==> src/logic/spmv_consts.svh <==
`ifndef SPMV_CONSTS_SVH
`define SPMV_CONSTS_SVH

// ******************************
// widths
// ******************************
`define DATA_W     64
`define INST_W     32
`define AEG_IDX_W  18
`define CAEP_W     5
`define OP_W       3
`define PE_ID_W    5

// aeg file
`define AEG_CNT    2

// instruction class, top four instruction bits
`define CLASS_AEG_WR  4'd1
`define CLASS_AEG_RD  4'd2
`define CLASS_CUSTOM  4'd3

// ******************************
// processing element opcodes
// ******************************
`define OP_NOP     3'd0
`define OP_FETCH   3'd1
`define OP_ACCUM   3'd2
`define OP_RESULT  3'd3

// stage chain
`define PE_COUNT   4
// guaranteed busy cycles after a send
`define MIN_BUSY   32

`endif

==> src/logic/spmv_pkg.sv <==
`include "spmv_consts.svh"

package spmv_pkg;

   // ******************************
   // words on the stage chain
   // ******************************

   // command view, as seen by the stages
   typedef struct packed {
      logic [`DATA_W-`PE_ID_W-`OP_W-1:0] payload;
      logic [`PE_ID_W-1:0]               pe_id;
      logic [`OP_W-1:0]                  opcode;
   } pe_cmd_t;

   // result view, as captured into aeg 0
   typedef struct packed {
      logic [`DATA_W-`OP_W-1:0] value;
      logic [`OP_W-1:0]         opcode;
   } pe_result_t;

   // opcode lands in the same low bits in both views
   typedef union packed {
      pe_cmd_t    cmd;
      pe_result_t result;
   } pe_word_u;

endpackage

==> src/logic/dispatch_decode.sv <==
`timescale 1ns/1ps

`include "spmv_consts.svh"

module dispatch_decode (
   input  logic                  clk,
   input  logic                  reset_per,
   input  logic [`INST_W-1:0]    cae_inst_i,
   input  logic                  cae_inst_vld_i,
   output logic                  aeg_wr_o,
   output logic                  aeg_rd_o,
   output logic [`AEG_IDX_W-1:0] aeg_idx_o,
   output logic                  idx_ok_o,
   output logic                  launch_o,
   output logic [1:0]            cae_exception_o
);

   localparam int CLASS_W = 4;
   localparam logic [`AEG_IDX_W-1:0] AEG_LIMIT = `AEG_CNT;
   localparam logic [`CAEP_W-1:0] CAEP_NOOP = 0;
   localparam logic [`CAEP_W-1:0] CAEP_LAUNCH = 1;

   logic [CLASS_W-1:0] inst_class;
   logic [`CAEP_W-1:0] inst_caep;
   logic               class_known;
   logic               caep_known;
   logic               is_custom;
   logic               err_unimpl;
   logic               err_aegidx;
   logic               err_unimpl_q;
   logic               err_aegidx_q;

   // field split
   assign inst_class = cae_inst_i[`INST_W-1 -: CLASS_W];
   assign inst_caep  = cae_inst_i[`AEG_IDX_W +: `CAEP_W];
   assign aeg_idx_o  = cae_inst_i[`AEG_IDX_W-1:0];
   assign idx_ok_o   = aeg_idx_o < AEG_LIMIT;

   assign aeg_wr_o  = cae_inst_vld_i && (inst_class == `CLASS_AEG_WR);
   assign aeg_rd_o  = cae_inst_vld_i && (inst_class == `CLASS_AEG_RD);
   assign is_custom = cae_inst_vld_i && (inst_class == `CLASS_CUSTOM);

   // custom 0 is accepted and ignored, custom 1 starts the chain
   assign launch_o = is_custom && (inst_caep == CAEP_LAUNCH);

   assign class_known = (inst_class == `CLASS_AEG_WR) || (inst_class == `CLASS_AEG_RD)
                        || (inst_class == `CLASS_CUSTOM);
   assign caep_known  = (inst_caep == CAEP_NOOP) || (inst_caep == CAEP_LAUNCH);

   assign err_unimpl = cae_inst_vld_i && (!class_known || (is_custom && !caep_known));
   assign err_aegidx = (aeg_wr_o || aeg_rd_o) && !idx_ok_o;

   // flags live for one cycle after the instruction
   always_ff @(posedge clk) begin
      if (reset_per) begin
         err_unimpl_q <= 1'b0;
         err_aegidx_q <= 1'b0;
      end else begin
         err_unimpl_q <= err_unimpl;
         err_aegidx_q <= err_aegidx;
      end
   end

   assign cae_exception_o = {err_aegidx_q, err_unimpl_q};

endmodule

==> src/logic/launch_ctrl.sv <==
`timescale 1ns/1ps

`include "spmv_consts.svh"

module launch_ctrl (
   input  logic              clk,
   input  logic              reset_per,
   input  logic              launch_i,
   input  spmv_pkg::pe_word_u aeg0_i,
   input  logic              chain_busy_i,
   output spmv_pkg::pe_word_u word_o,
   output logic              cae_idle_o,
   output logic              cae_stall_o
);

   import spmv_pkg::*;

   localparam int CNT_W = $clog2(`MIN_BUSY + 1);
   localparam logic [CNT_W-1:0] BUSY_LOAD = `MIN_BUSY;
   localparam pe_word_u NOP_WORD = pe_word_u'({{(`DATA_W-`OP_W){1'b0}}, `OP_NOP});

   logic             send_q;
   pe_word_u         word_q;
   logic [CNT_W-1:0] busy_cnt_q;
   logic             busy_cnt_act;

   // ******************************
   // send pulse and issued word
   // ******************************
   always_ff @(posedge clk) begin
      if (reset_per) begin
         send_q <= 1'b0;
         word_q <= NOP_WORD;
      end else begin
         send_q <= launch_i;
         word_q <= send_q ? aeg0_i : NOP_WORD;
      end
   end

   assign word_o = word_q;

   // minimum busy window counting down from the send pulse
   always_ff @(posedge clk) begin
      if (reset_per) begin
         busy_cnt_q <= '0;
      end else if (send_q) begin
         busy_cnt_q <= BUSY_LOAD;
      end else if (busy_cnt_act) begin
         busy_cnt_q <= busy_cnt_q - 1'b1;
      end
   end

   assign busy_cnt_act = busy_cnt_q != '0;

   assign cae_stall_o = launch_i || send_q || busy_cnt_act || chain_busy_i;
   assign cae_idle_o  = !cae_stall_o;

endmodule

==> src/logic/pe_stage.sv <==
`timescale 1ns/1ps

`include "spmv_consts.svh"

module pe_stage #(
   parameter int unsigned PE_ID = 0
) (
   input  logic              clk,
   input  logic              reset_per,
   input  spmv_pkg::pe_word_u word_i,
   input  logic              busy_i,
   output spmv_pkg::pe_word_u word_o,
   output logic              busy_o
);

   import spmv_pkg::*;

   localparam int PAYLOAD_W = `DATA_W - `PE_ID_W - `OP_W;
   localparam logic [`PE_ID_W-1:0] MY_ID = PE_ID[`PE_ID_W-1:0];
   localparam pe_word_u NOP_WORD = pe_word_u'({{(`DATA_W-`OP_W){1'b0}}, `OP_NOP});

   logic [PAYLOAD_W-1:0] acc_q;
   logic [PAYLOAD_W-1:0] acc_d;
   pe_word_u             word_q;
   pe_word_u             word_d;
   logic                 hit;

   assign hit = word_i.cmd.pe_id == MY_ID;

   // ******************************
   // command handling
   // ******************************
   always_comb begin
      acc_d  = acc_q;
      word_d = word_i;
      if (hit && (word_i.cmd.opcode == `OP_ACCUM)) begin
         // wraps at payload width
         acc_d  = acc_q + word_i.cmd.payload;
         word_d = NOP_WORD;
      end else if (hit && (word_i.cmd.opcode == `OP_FETCH)) begin
         acc_d                = '0;
         word_d.result.value  = {{`PE_ID_W{1'b0}}, acc_q};
         word_d.result.opcode = `OP_RESULT;
      end
   end

   always_ff @(posedge clk) begin
      if (reset_per) begin
         acc_q  <= '0;
         word_q <= NOP_WORD;
      end else begin
         acc_q  <= acc_d;
         word_q <= word_d;
      end
   end

   assign word_o = word_q;

   // busy ripples down the chain
   assign busy_o = busy_i || (word_q.cmd.opcode != `OP_NOP);

endmodule

==> src/logic/aeg_file.sv <==
`timescale 1ns/1ps

`include "spmv_consts.svh"

module aeg_file (
   input  logic                  clk,
   input  logic                  reset_per,
   input  logic                  aeg_wr_i,
   input  logic                  aeg_rd_i,
   input  logic [`AEG_IDX_W-1:0] aeg_idx_i,
   input  logic                  idx_ok_i,
   input  logic [`DATA_W-1:0]    wr_data_i,
   input  spmv_pkg::pe_word_u    result_i,
   output spmv_pkg::pe_word_u    aeg0_o,
   output logic [`DATA_W-1:0]    ret_data_o,
   output logic                  ret_data_vld_o
);

   localparam int SEL_W = $clog2(`AEG_CNT);

   logic [`DATA_W-1:0] aeg_q [`AEG_CNT];
   logic [SEL_W-1:0]   sel;
   logic               host_wr;
   logic               result_hit;
   logic [`DATA_W-1:0] ret_data_q;
   logic               ret_vld_q;

   assign sel        = aeg_idx_i[SEL_W-1:0];
   assign host_wr    = aeg_wr_i && idx_ok_i;
   assign result_hit = result_i.result.opcode == `OP_RESULT;

   // ******************************
   // register file
   // ******************************
   always_ff @(posedge clk) begin
      if (reset_per) begin
         for (int i = 0; i < `AEG_CNT; i++) begin
            aeg_q[i] <= '0;
         end
      end else begin
         if (result_hit) begin
            aeg_q[0] <= result_i;
         end
         // host write overrides a result in the same cycle
         if (host_wr) begin
            aeg_q[sel] <= wr_data_i;
         end
      end
   end

   assign aeg0_o = aeg_q[0];

   // read return, one cycle after the read
   always_ff @(posedge clk) begin
      if (reset_per) begin
         ret_vld_q <= 1'b0;
      end else begin
         ret_vld_q <= aeg_rd_i && idx_ok_i;
      end
   end

   always_ff @(posedge clk) begin
      if (aeg_rd_i) begin
         ret_data_q <= aeg_q[sel];
      end
   end

   assign ret_data_o     = ret_data_q;
   assign ret_data_vld_o = ret_vld_q;

endmodule

==> src/logic/spmv_pers_top.sv <==
`timescale 1ns/1ps

`include "spmv_consts.svh"

module spmv_pers_top (
   input  logic               clk,
   input  logic               reset_per,
   input  logic [`INST_W-1:0] cae_inst_i,
   input  logic [`DATA_W-1:0] cae_data_i,
   input  logic               cae_inst_vld_i,
   output logic [`DATA_W-1:0] cae_ret_data_o,
   output logic               cae_ret_data_vld_o,
   output logic [1:0]         cae_exception_o,
   output logic               cae_idle_o,
   output logic               cae_stall_o
);

   import spmv_pkg::*;

   logic                  aeg_wr;
   logic                  aeg_rd;
   logic [`AEG_IDX_W-1:0] aeg_idx;
   logic                  idx_ok;
   logic                  launch;
   pe_word_u              aeg0;

   // chain taps, index 0 is the issued word
   pe_word_u              chain_word [`PE_COUNT+1];
   logic [`PE_COUNT:0]    chain_busy;

   // ******************************
   // host dispatch
   // ******************************
   dispatch_decode i_dispatch_decode (
      .clk             (clk),
      .reset_per       (reset_per),
      .cae_inst_i      (cae_inst_i),
      .cae_inst_vld_i  (cae_inst_vld_i),
      .aeg_wr_o        (aeg_wr),
      .aeg_rd_o        (aeg_rd),
      .aeg_idx_o       (aeg_idx),
      .idx_ok_o        (idx_ok),
      .launch_o        (launch),
      .cae_exception_o (cae_exception_o)
   );

   aeg_file i_aeg_file (
      .clk            (clk),
      .reset_per      (reset_per),
      .aeg_wr_i       (aeg_wr),
      .aeg_rd_i       (aeg_rd),
      .aeg_idx_i      (aeg_idx),
      .idx_ok_i       (idx_ok),
      .wr_data_i      (cae_data_i),
      .result_i       (chain_word[`PE_COUNT]),
      .aeg0_o         (aeg0),
      .ret_data_o     (cae_ret_data_o),
      .ret_data_vld_o (cae_ret_data_vld_o)
   );

   launch_ctrl i_launch_ctrl (
      .clk          (clk),
      .reset_per    (reset_per),
      .launch_i     (launch),
      .aeg0_i       (aeg0),
      .chain_busy_i (chain_busy[`PE_COUNT]),
      .word_o       (chain_word[0]),
      .cae_idle_o   (cae_idle_o),
      .cae_stall_o  (cae_stall_o)
   );

   // ******************************
   // stage chain
   // ******************************
   assign chain_busy[0] = 1'b0;

   for (genvar g = 0; g < `PE_COUNT; g++) begin : gen_pe
      pe_stage #(
         .PE_ID (g)
      ) i_pe_stage (
         .clk       (clk),
         .reset_per (reset_per),
         .word_i    (chain_word[g]),
         .busy_i    (chain_busy[g]),
         .word_o    (chain_word[g+1]),
         .busy_o    (chain_busy[g+1])
      );
   end

endmodule

==> config.mk <==
export PLATFORM = sky130hd
export DESIGN_NAME = spmv_pers_top
export DESIGN_NICKNAME = d
export VERILOG_FILES = /design/src/logic/spmv_pkg.sv /design/src/logic/dispatch_decode.sv /design/src/logic/launch_ctrl.sv /design/src/logic/pe_stage.sv /design/src/logic/aeg_file.sv /design/src/logic/spmv_pers_top.sv
export VERILOG_INCLUDE_DIRS = /design/src /design/src/logic
export SDC_FILE = /design/constraint.sdc
export NUM_CORES = 2
export LEC_CHECK = 0
export ABC_AREA = 1
export BUFFER_PORTS_ARGS = -buffer_cell sky130_fd_sc_hd__buf_4
export CORE_MARGIN = 2
export CORE_UTILIZATION = 35
export DETAILED_ROUTE_END_ITERATION = 12
export PLACE_DENSITY = 0.6
export SLEW_MARGIN = 30
export SYNTH_ARGS = -nofsm -noshare
export SYNTH_HDL_FRONTEND = slang
export SYNTH_SLANG_ARGS = --single-unit
==> constraint.sdc <==
create_clock -name clk -period 13.56 [get_ports clk]
set_input_delay 2.712 -clock clk [delete_from_list [all_inputs] [get_ports clk]]
set_output_delay 2.712 -clock clk [all_outputs]
set_load 0.01 [all_outputs]
* Word-level counts from Yosys, hierarchy flattened
Memory sizes are Yosys's and may differ from the RTL's. A register that Yosys moved wholly into a read port is not among the register bits.
Cells that the tools add are included.
** Word-level totals
- Register bits after elaboration :: 490
- Bits in writable memories :: 128
- Logic and storage cells :: 124
- Memories kept :: 1
** Cells by class
- Add/sub/neg operators :: 5
- Order comparisons :: 1
- Equal/unequal tests :: 16
- Mux-type cells :: 26
- Bitwise gates (word level) :: 2
- Reduce and logical (&&, ||, !) cells :: 55
** Memory list
- i_aeg_file.aeg_q :: words 2, width 64, read ports 2, clocked after memory_dff 2, wr ports 2, line aeg_file.sv:21 : logic [`DATA_W-1:0] aeg_q [`AEG_CNT];
** Operators with widths (number)
- $mux 56 :: 8
- $mux 59 :: 4
- $add 56x56->56 :: 4
- $mux 64 :: 2
- $reduce_or 64->1 :: 1
- $lt 18x2->1 const B :: 1
- $logic_and 1x1->1 :: 17
- $eq 3x2->1 const B :: 5
- $eq 3x1->1 const B :: 4
- $mux 6 :: 2
- $reduce_bool 3->1 :: 4
- $reduce_or 2->1 :: 6
- $reduce_or 3->1 :: 4
- $logic_or 1x1->1 :: 11
- $eq 5x1->1 const B :: 2
- $eq 5x2->1 const B :: 2
- $logic_not 5->1 :: 2
- $mux 1 :: 10
- $reduce_bool 2->1 :: 5
- $eq 4x2->1 const B :: 2
- $reduce_bool 6->1 :: 1
- $sub 6x1->6 const B :: 1
- $eq 4x1->1 const B :: 1
- $logic_not 1->1 :: 4
- other kinds (2) :: 2

* Depth between registers and ports, before layout
- Depth in word-level cells :: 8
- Gate-level depth with buffers :: 14
- Gate-level depth less buffers :: 14

* Modules after synthesis
A second synthesis with hierarchy kept.
** Unflattened totals
- Cell total of the unflattened synthesis :: 7445
- Area total of the unflattened synthesis :: 47240.3 um^2
** By module, submodules not included
- pe_stage (gen_pe[1].i_pe_stage ...) :: instances 2, cells an instance 1593, area each 9137.5 um^2, sequential area each 2402.3 um^2
- pe_stage (gen_pe[3].i_pe_stage) :: instances 1, cells an instance 1594, area each 9272.6 um^2, sequential area each 2402.3 um^2
- pe_stage (gen_pe[0].i_pe_stage) :: instances 1, cells an instance 1594, area each 9027.4 um^2, sequential area each 2402.3 um^2
- aeg_file :: instances 1, cells an instance 759, area each 8109.0 um^2, sequential area each 5785.5 um^2
- launch_ctrl :: instances 1, cells an instance 250, area each 2182.1 um^2, sequential area each 1421.4 um^2
- dispatch_decode :: instances 1, cells an instance 61, area each 370.4 um^2, sequential area each 40.0 um^2
- spmv_pers_top :: instances 1, cells an instance 1, area each 3.8 um^2, sequential area each 0.0 um^2

* Least setup slack after synthesis
No wires, ideal clock.
- Path kind :: input port to output port
- Start :: in cae_inst_i[31]
- End :: out cae_idle_o
- Arrival time :: 3.497 ns
- Data required time :: 10.848 ns
- Slack :: 7.351 ns
- Stages on the path :: 6
- Path through :: nor2_1 -> nand2_1 -> nor3_1 -> nand4_1 -> nand4_1 -> inv_1
** On the way
- Longest elaborated chain between the ends :: 7
** Ends and longest elaborated chain
- start: declaration :: line spmv_pers_top.sv:8 : input logic [`INST_W-1:0] cae_inst_i,
- $eq 4x2->1 (no source line)
- $logic_and 1x1->1 :: line dispatch_decode.sv:41 : assign is_custom = cae_inst_vld_i && (inst_class == `CLASS_CUSTOM);
- $logic_and 1x1->1 :: line dispatch_decode.sv:44 : assign launch_o = is_custom && (inst_caep == CAEP_LAUNCH);
- $logic_or 1x1->1 (3 in series) :: line launch_ctrl.sv:55 : assign cae_stall_o = launch_i || send_q || busy_cnt_act || chain_busy_i;
- via cae_stall_o :: line spmv_pers_top.sv:15 : output logic cae_stall_o
- $logic_not 1->1 :: line launch_ctrl.sv:56 : assign cae_idle_o = !cae_stall_o;
- end: declaration :: line spmv_pers_top.sv:14 : output logic cae_idle_o,
The timed path passes the listed nets, and every way through them passes these cells.

* Worst setup path after layout
- Start :: in cae_inst_i[31]
- End :: out cae_idle_o
** On the way
- Longest elaborated chain between the ends :: 7
** Ends and longest elaborated chain (line)
- $eq 4x2->1 (no source line)
- $logic_and 1x1->1 :: dispatch_decode.sv:41
- $logic_and 1x1->1 :: dispatch_decode.sv:44
- $logic_or 1x1->1 (3 in series) :: launch_ctrl.sv:55
- $logic_not 1->1 :: launch_ctrl.sv:56
Every way passes these cells.

==> impl_results.md <==
- Status: complete, no violations
- Final setup vio count: 0
- Initial Util: 0.354
- DRC Markers: 0
- Synth Area in XOR/XNOR: 0.00191
- Area share of fa/ha/maj cells after synthesis: 0.0619
- Sequential fraction of the synthesis area: 0.367
- Die area: 134000 um2
- Pwr/cell area: 93.5 nW/um2
- Fmax: roughly 0.15 GHz
- Number of global-route vias before repair: roughly 41000
- Area growth syn-to-layout: 12.1%
- Critical Path RT: 10.85 ns
- CP Max Fanout: 3
- CP Cell Sequence: buf_4 > nor2_1 > nand2_1 > nor3_1 > nand4_1 > nand4_1 > inv_1 > buf_4
- Slew HR: 0.333
- Num CTS Buffers: 82
- Setup slack at placement: between 6 and 7 ns
- HPWL Detailed: 141 mm
- Fraction of layout cells with a size suffix above 1: 0.0489
- Final Hold Fails: 0
- I/O pin total: 168
- Post-synth ARST share: 0
- Critical-path top delay cell: nand4_1
- Mux contribution to synthesized area: 0
- Setup bufs post-CTS: 0
- Grt total ovfl: 0
- Synth Area in Compound Gates: 0.107
- Top-area cell type share of the netlist area: 0.241
- Cts-stage hold buffer count: 0
- Unrepaired setup endpoints after global routing: false
- TritonCTS clock tree: built
- Num rows: 132
- Synth Net Count: around 7600
- Fin crit period: around 6.8 ns
- Tot GR Track Use: 0.257
- Ys flop type: dfxtp_1
- CTS max path bufs: 3
- Worst setup SP type: input pin
- DR vias: 45500
- HP Class: flip-flop to flip-flop
- Synthesized cell area: 45900 um2
- Worst Setup SP: cae_inst_i[31]
- Count leader, synth: nand2_1
- Reg-to-reg startpoint: gen_pe[1].i_pe_stage.word_o[6]
- Post-CTS Resized: 0
- Tightest Pin Transition: 0.990 ns
- Chip width: roughly 370 um
- EDFF count, synth: roughly 190
- Core area: 130000 um2
- Ranking of synthesized cells by area: dfxtp_1 24%, nand2_1 20%, inv_1 13%
- Initial drt markers: between 4000 and 5000
- MaxCap Viol Count: 0
- First-pass GRT wire length: 260 mm
- Via/cell ratio: 4.94
- Pleak: 25.8 nW
- Crit Path Class: input pin to output pin
- Pin count of the biggest net entering global routing: 110
- Antenna violations before repair: 7
- Peak VDD IR: 0.0790 mV
- Final GP Congestion: 1.02
- Fin crit share: 0.499
- Floorplan die height: approximately 370 um
- Leading area contributor after synthesis: dfxtp_1
- Setup Skew: 0.0288 ns
- Syn avg cell area: 6.31 um2
- Clk slew on worst S/H paths: 0.06 ns
- Final ANT Viol Nets: 0
- IO Port Bufs: about 160
- Clk Latency, worst-skew pair: 0.66 ns
- Routed WL per cell: 19.3 um
- H-tree levels: 3
- Capturing element type of the critical path: output pin
- Root Driver: clkbuf_16
- Combinational family with the most area after synthesis: simple AND/OR/NAND/NOR gates
- Yosys reg bits: 746
- Commonest cells in the netlist: 2476 x nand2_1, 1541 x inv_1, 615 x nor2_1
- TritonRoute pass-1 iters: 6
- Worst hold start: i_launch_ctrl.busy_cnt_q[0]
- Fin. max-slew vios: 0
- Yosys warning total: 0
- Cells after synthesis: 7285
- Filler cells: 14100
- Unique masters post-synth: 46
- Layout Nets: 7720
- Sum Neg Setup Slack: 0 ns
- Worst EP arrival: 4.06 ns
- Max incr delay on CP: 0.35 ns
- Sink Count: 746
- Worst path setup slack after routing: 6.79 ns
- Simple-gate area share of the yosys netlist: 0.318
- Post-Route WL: about 180 mm
## registers in the layout, summed over array words and instances, names as in the netlist
name / cells
i_launch_ctrl.busy_cnt_q: 6
gen_pe.i_pe_stage.acc_q: 224
i_launch_ctrl.word_o: 64
i_aeg_file.aeg_q: 128
i_launch_ctrl.send_q: 1
i_dispatch_decode.err_aegidx_q: 1
i_aeg_file.ret_data_o: 64
i_dispatch_decode.err_unimpl_q: 1
gen_pe.i_pe_stage.word_o: 256
i_aeg_file.ret_data_vld_o: 1
## routing by layer
metal	GRT usage	wire, um
met5	0	23
met4	0.108	8380
met3	0.0467	16800
met2	0.374	71700
met1	0.370	81200
## cell type report
cell class                 instances  area (um2)  area share
clock inverter                    37         422     0.00819
inverter                        1555        5840       0.113
sequential                       746       16900       0.327
timing repair buffer             183        1380      0.0268
tap                             1742        2180      0.0423
antenna                            4        10.0    0.000194
clock buffer                     117        2320      0.0450
multi-input combinational       4828       22500       0.437
## metrics by stage
step / std cells / utilization / hold slack (ns) / power, mW / cell area, um2
floorplan: 7285 / - / 0.413 / 2.45 / 45900
global placement: 9054 / 0.375 / 0.439 / 2.54 / 48700
detailed placement: 9054 / 0.375 / 0.440 / 2.54 / 48700
CTS: 9208 / 0.397 / 0.454 / 4.85 / 51500
global route: 9208 / 0.397 / 0.475 / 4.95 / 51500
finish: 9212 / 0.397 / 0.458 / 4.82 / 51500
## path summary, 6_finish.rpt
| check | to | slack (ns) | cells past startpoint |
|---|---|---|---|
| max | cae_idle_o | 6.79 | 8 |
| min | i_launch_ctrl.busy_cnt_q[0] | 0.46 | 1 |
| max reg2reg | gen_pe[2].i_pe_stage.acc_q[0] | 10.02 | 7 |
| min reg2reg | i_launch_ctrl.busy_cnt_q[0] | 0.46 | 1 |
## cells by family (layout without fill, tap and decap cells)
logic type	Yosys count	in the layout
adder cells (fa/ha/maj)	225	225
AND/OR/NAND/NOR	3645	3645
AO/OA/AOI/OAI	948	948
buffers and inverters	1711	1892
flip-flops	746	746
other	0	4
XOR/XNOR	10	10
## worst max-delay path: cells and delay by family
kind	cells	cell delay, ns
and+or+nand+nor	5	0.99
buffers and inverters	3	0.33
## report_power, final
part	total (mW)	internal, mW	switching [mW]	leakage (nW)
Combinational	0.170	0.0529	0.118	18.1
Clock	2.33	1.32	1.01	1.32
Sequential	2.32	2.31	0.0110	6.31
## cells in the final DEF (no fill, tap or decap), types with 4 or more instances in the layout
cell        netlist  final
o32ai_1          11     11
clkinv_1          3      5
ha_1            221    221
bufinv_16         0      6
clkinv_4          0      7
o22ai_1           8      8
nor3_1           33     33
fa_1              4      4
nand4_1          50     50
nor4_1            5      5
a21boi_0         13     13
o21a_1            4      4
buf_4            20    181
diode_2           0      4
o21ai_0         417    416
o21bai_1          8      8
dfxtp_1         554    554
nand2_1        2476   2471
or2_2             7      7
clkbuf_16         0     84
nor2_2            8      9
xnor2_1           5      5
a21o_1            5      5
nand2_2           3      7
clkinvlp_4        0      5
inv_1          1541   1537
nor2_1          615    612
inv_6             0      5
clkbuf_8          0      9
o21ai_1          61     62
inv_2            11     16
nand3b_1          7      7
xor2_1            5      5
edfxtp_1        192    192
nand3_1         415    413
clkinv_2          0      8
clkbuf_1         66     24
and2_1           14     14
a21oi_1         412    412
No activity file was read; power rests on OpenSTA's default activity.
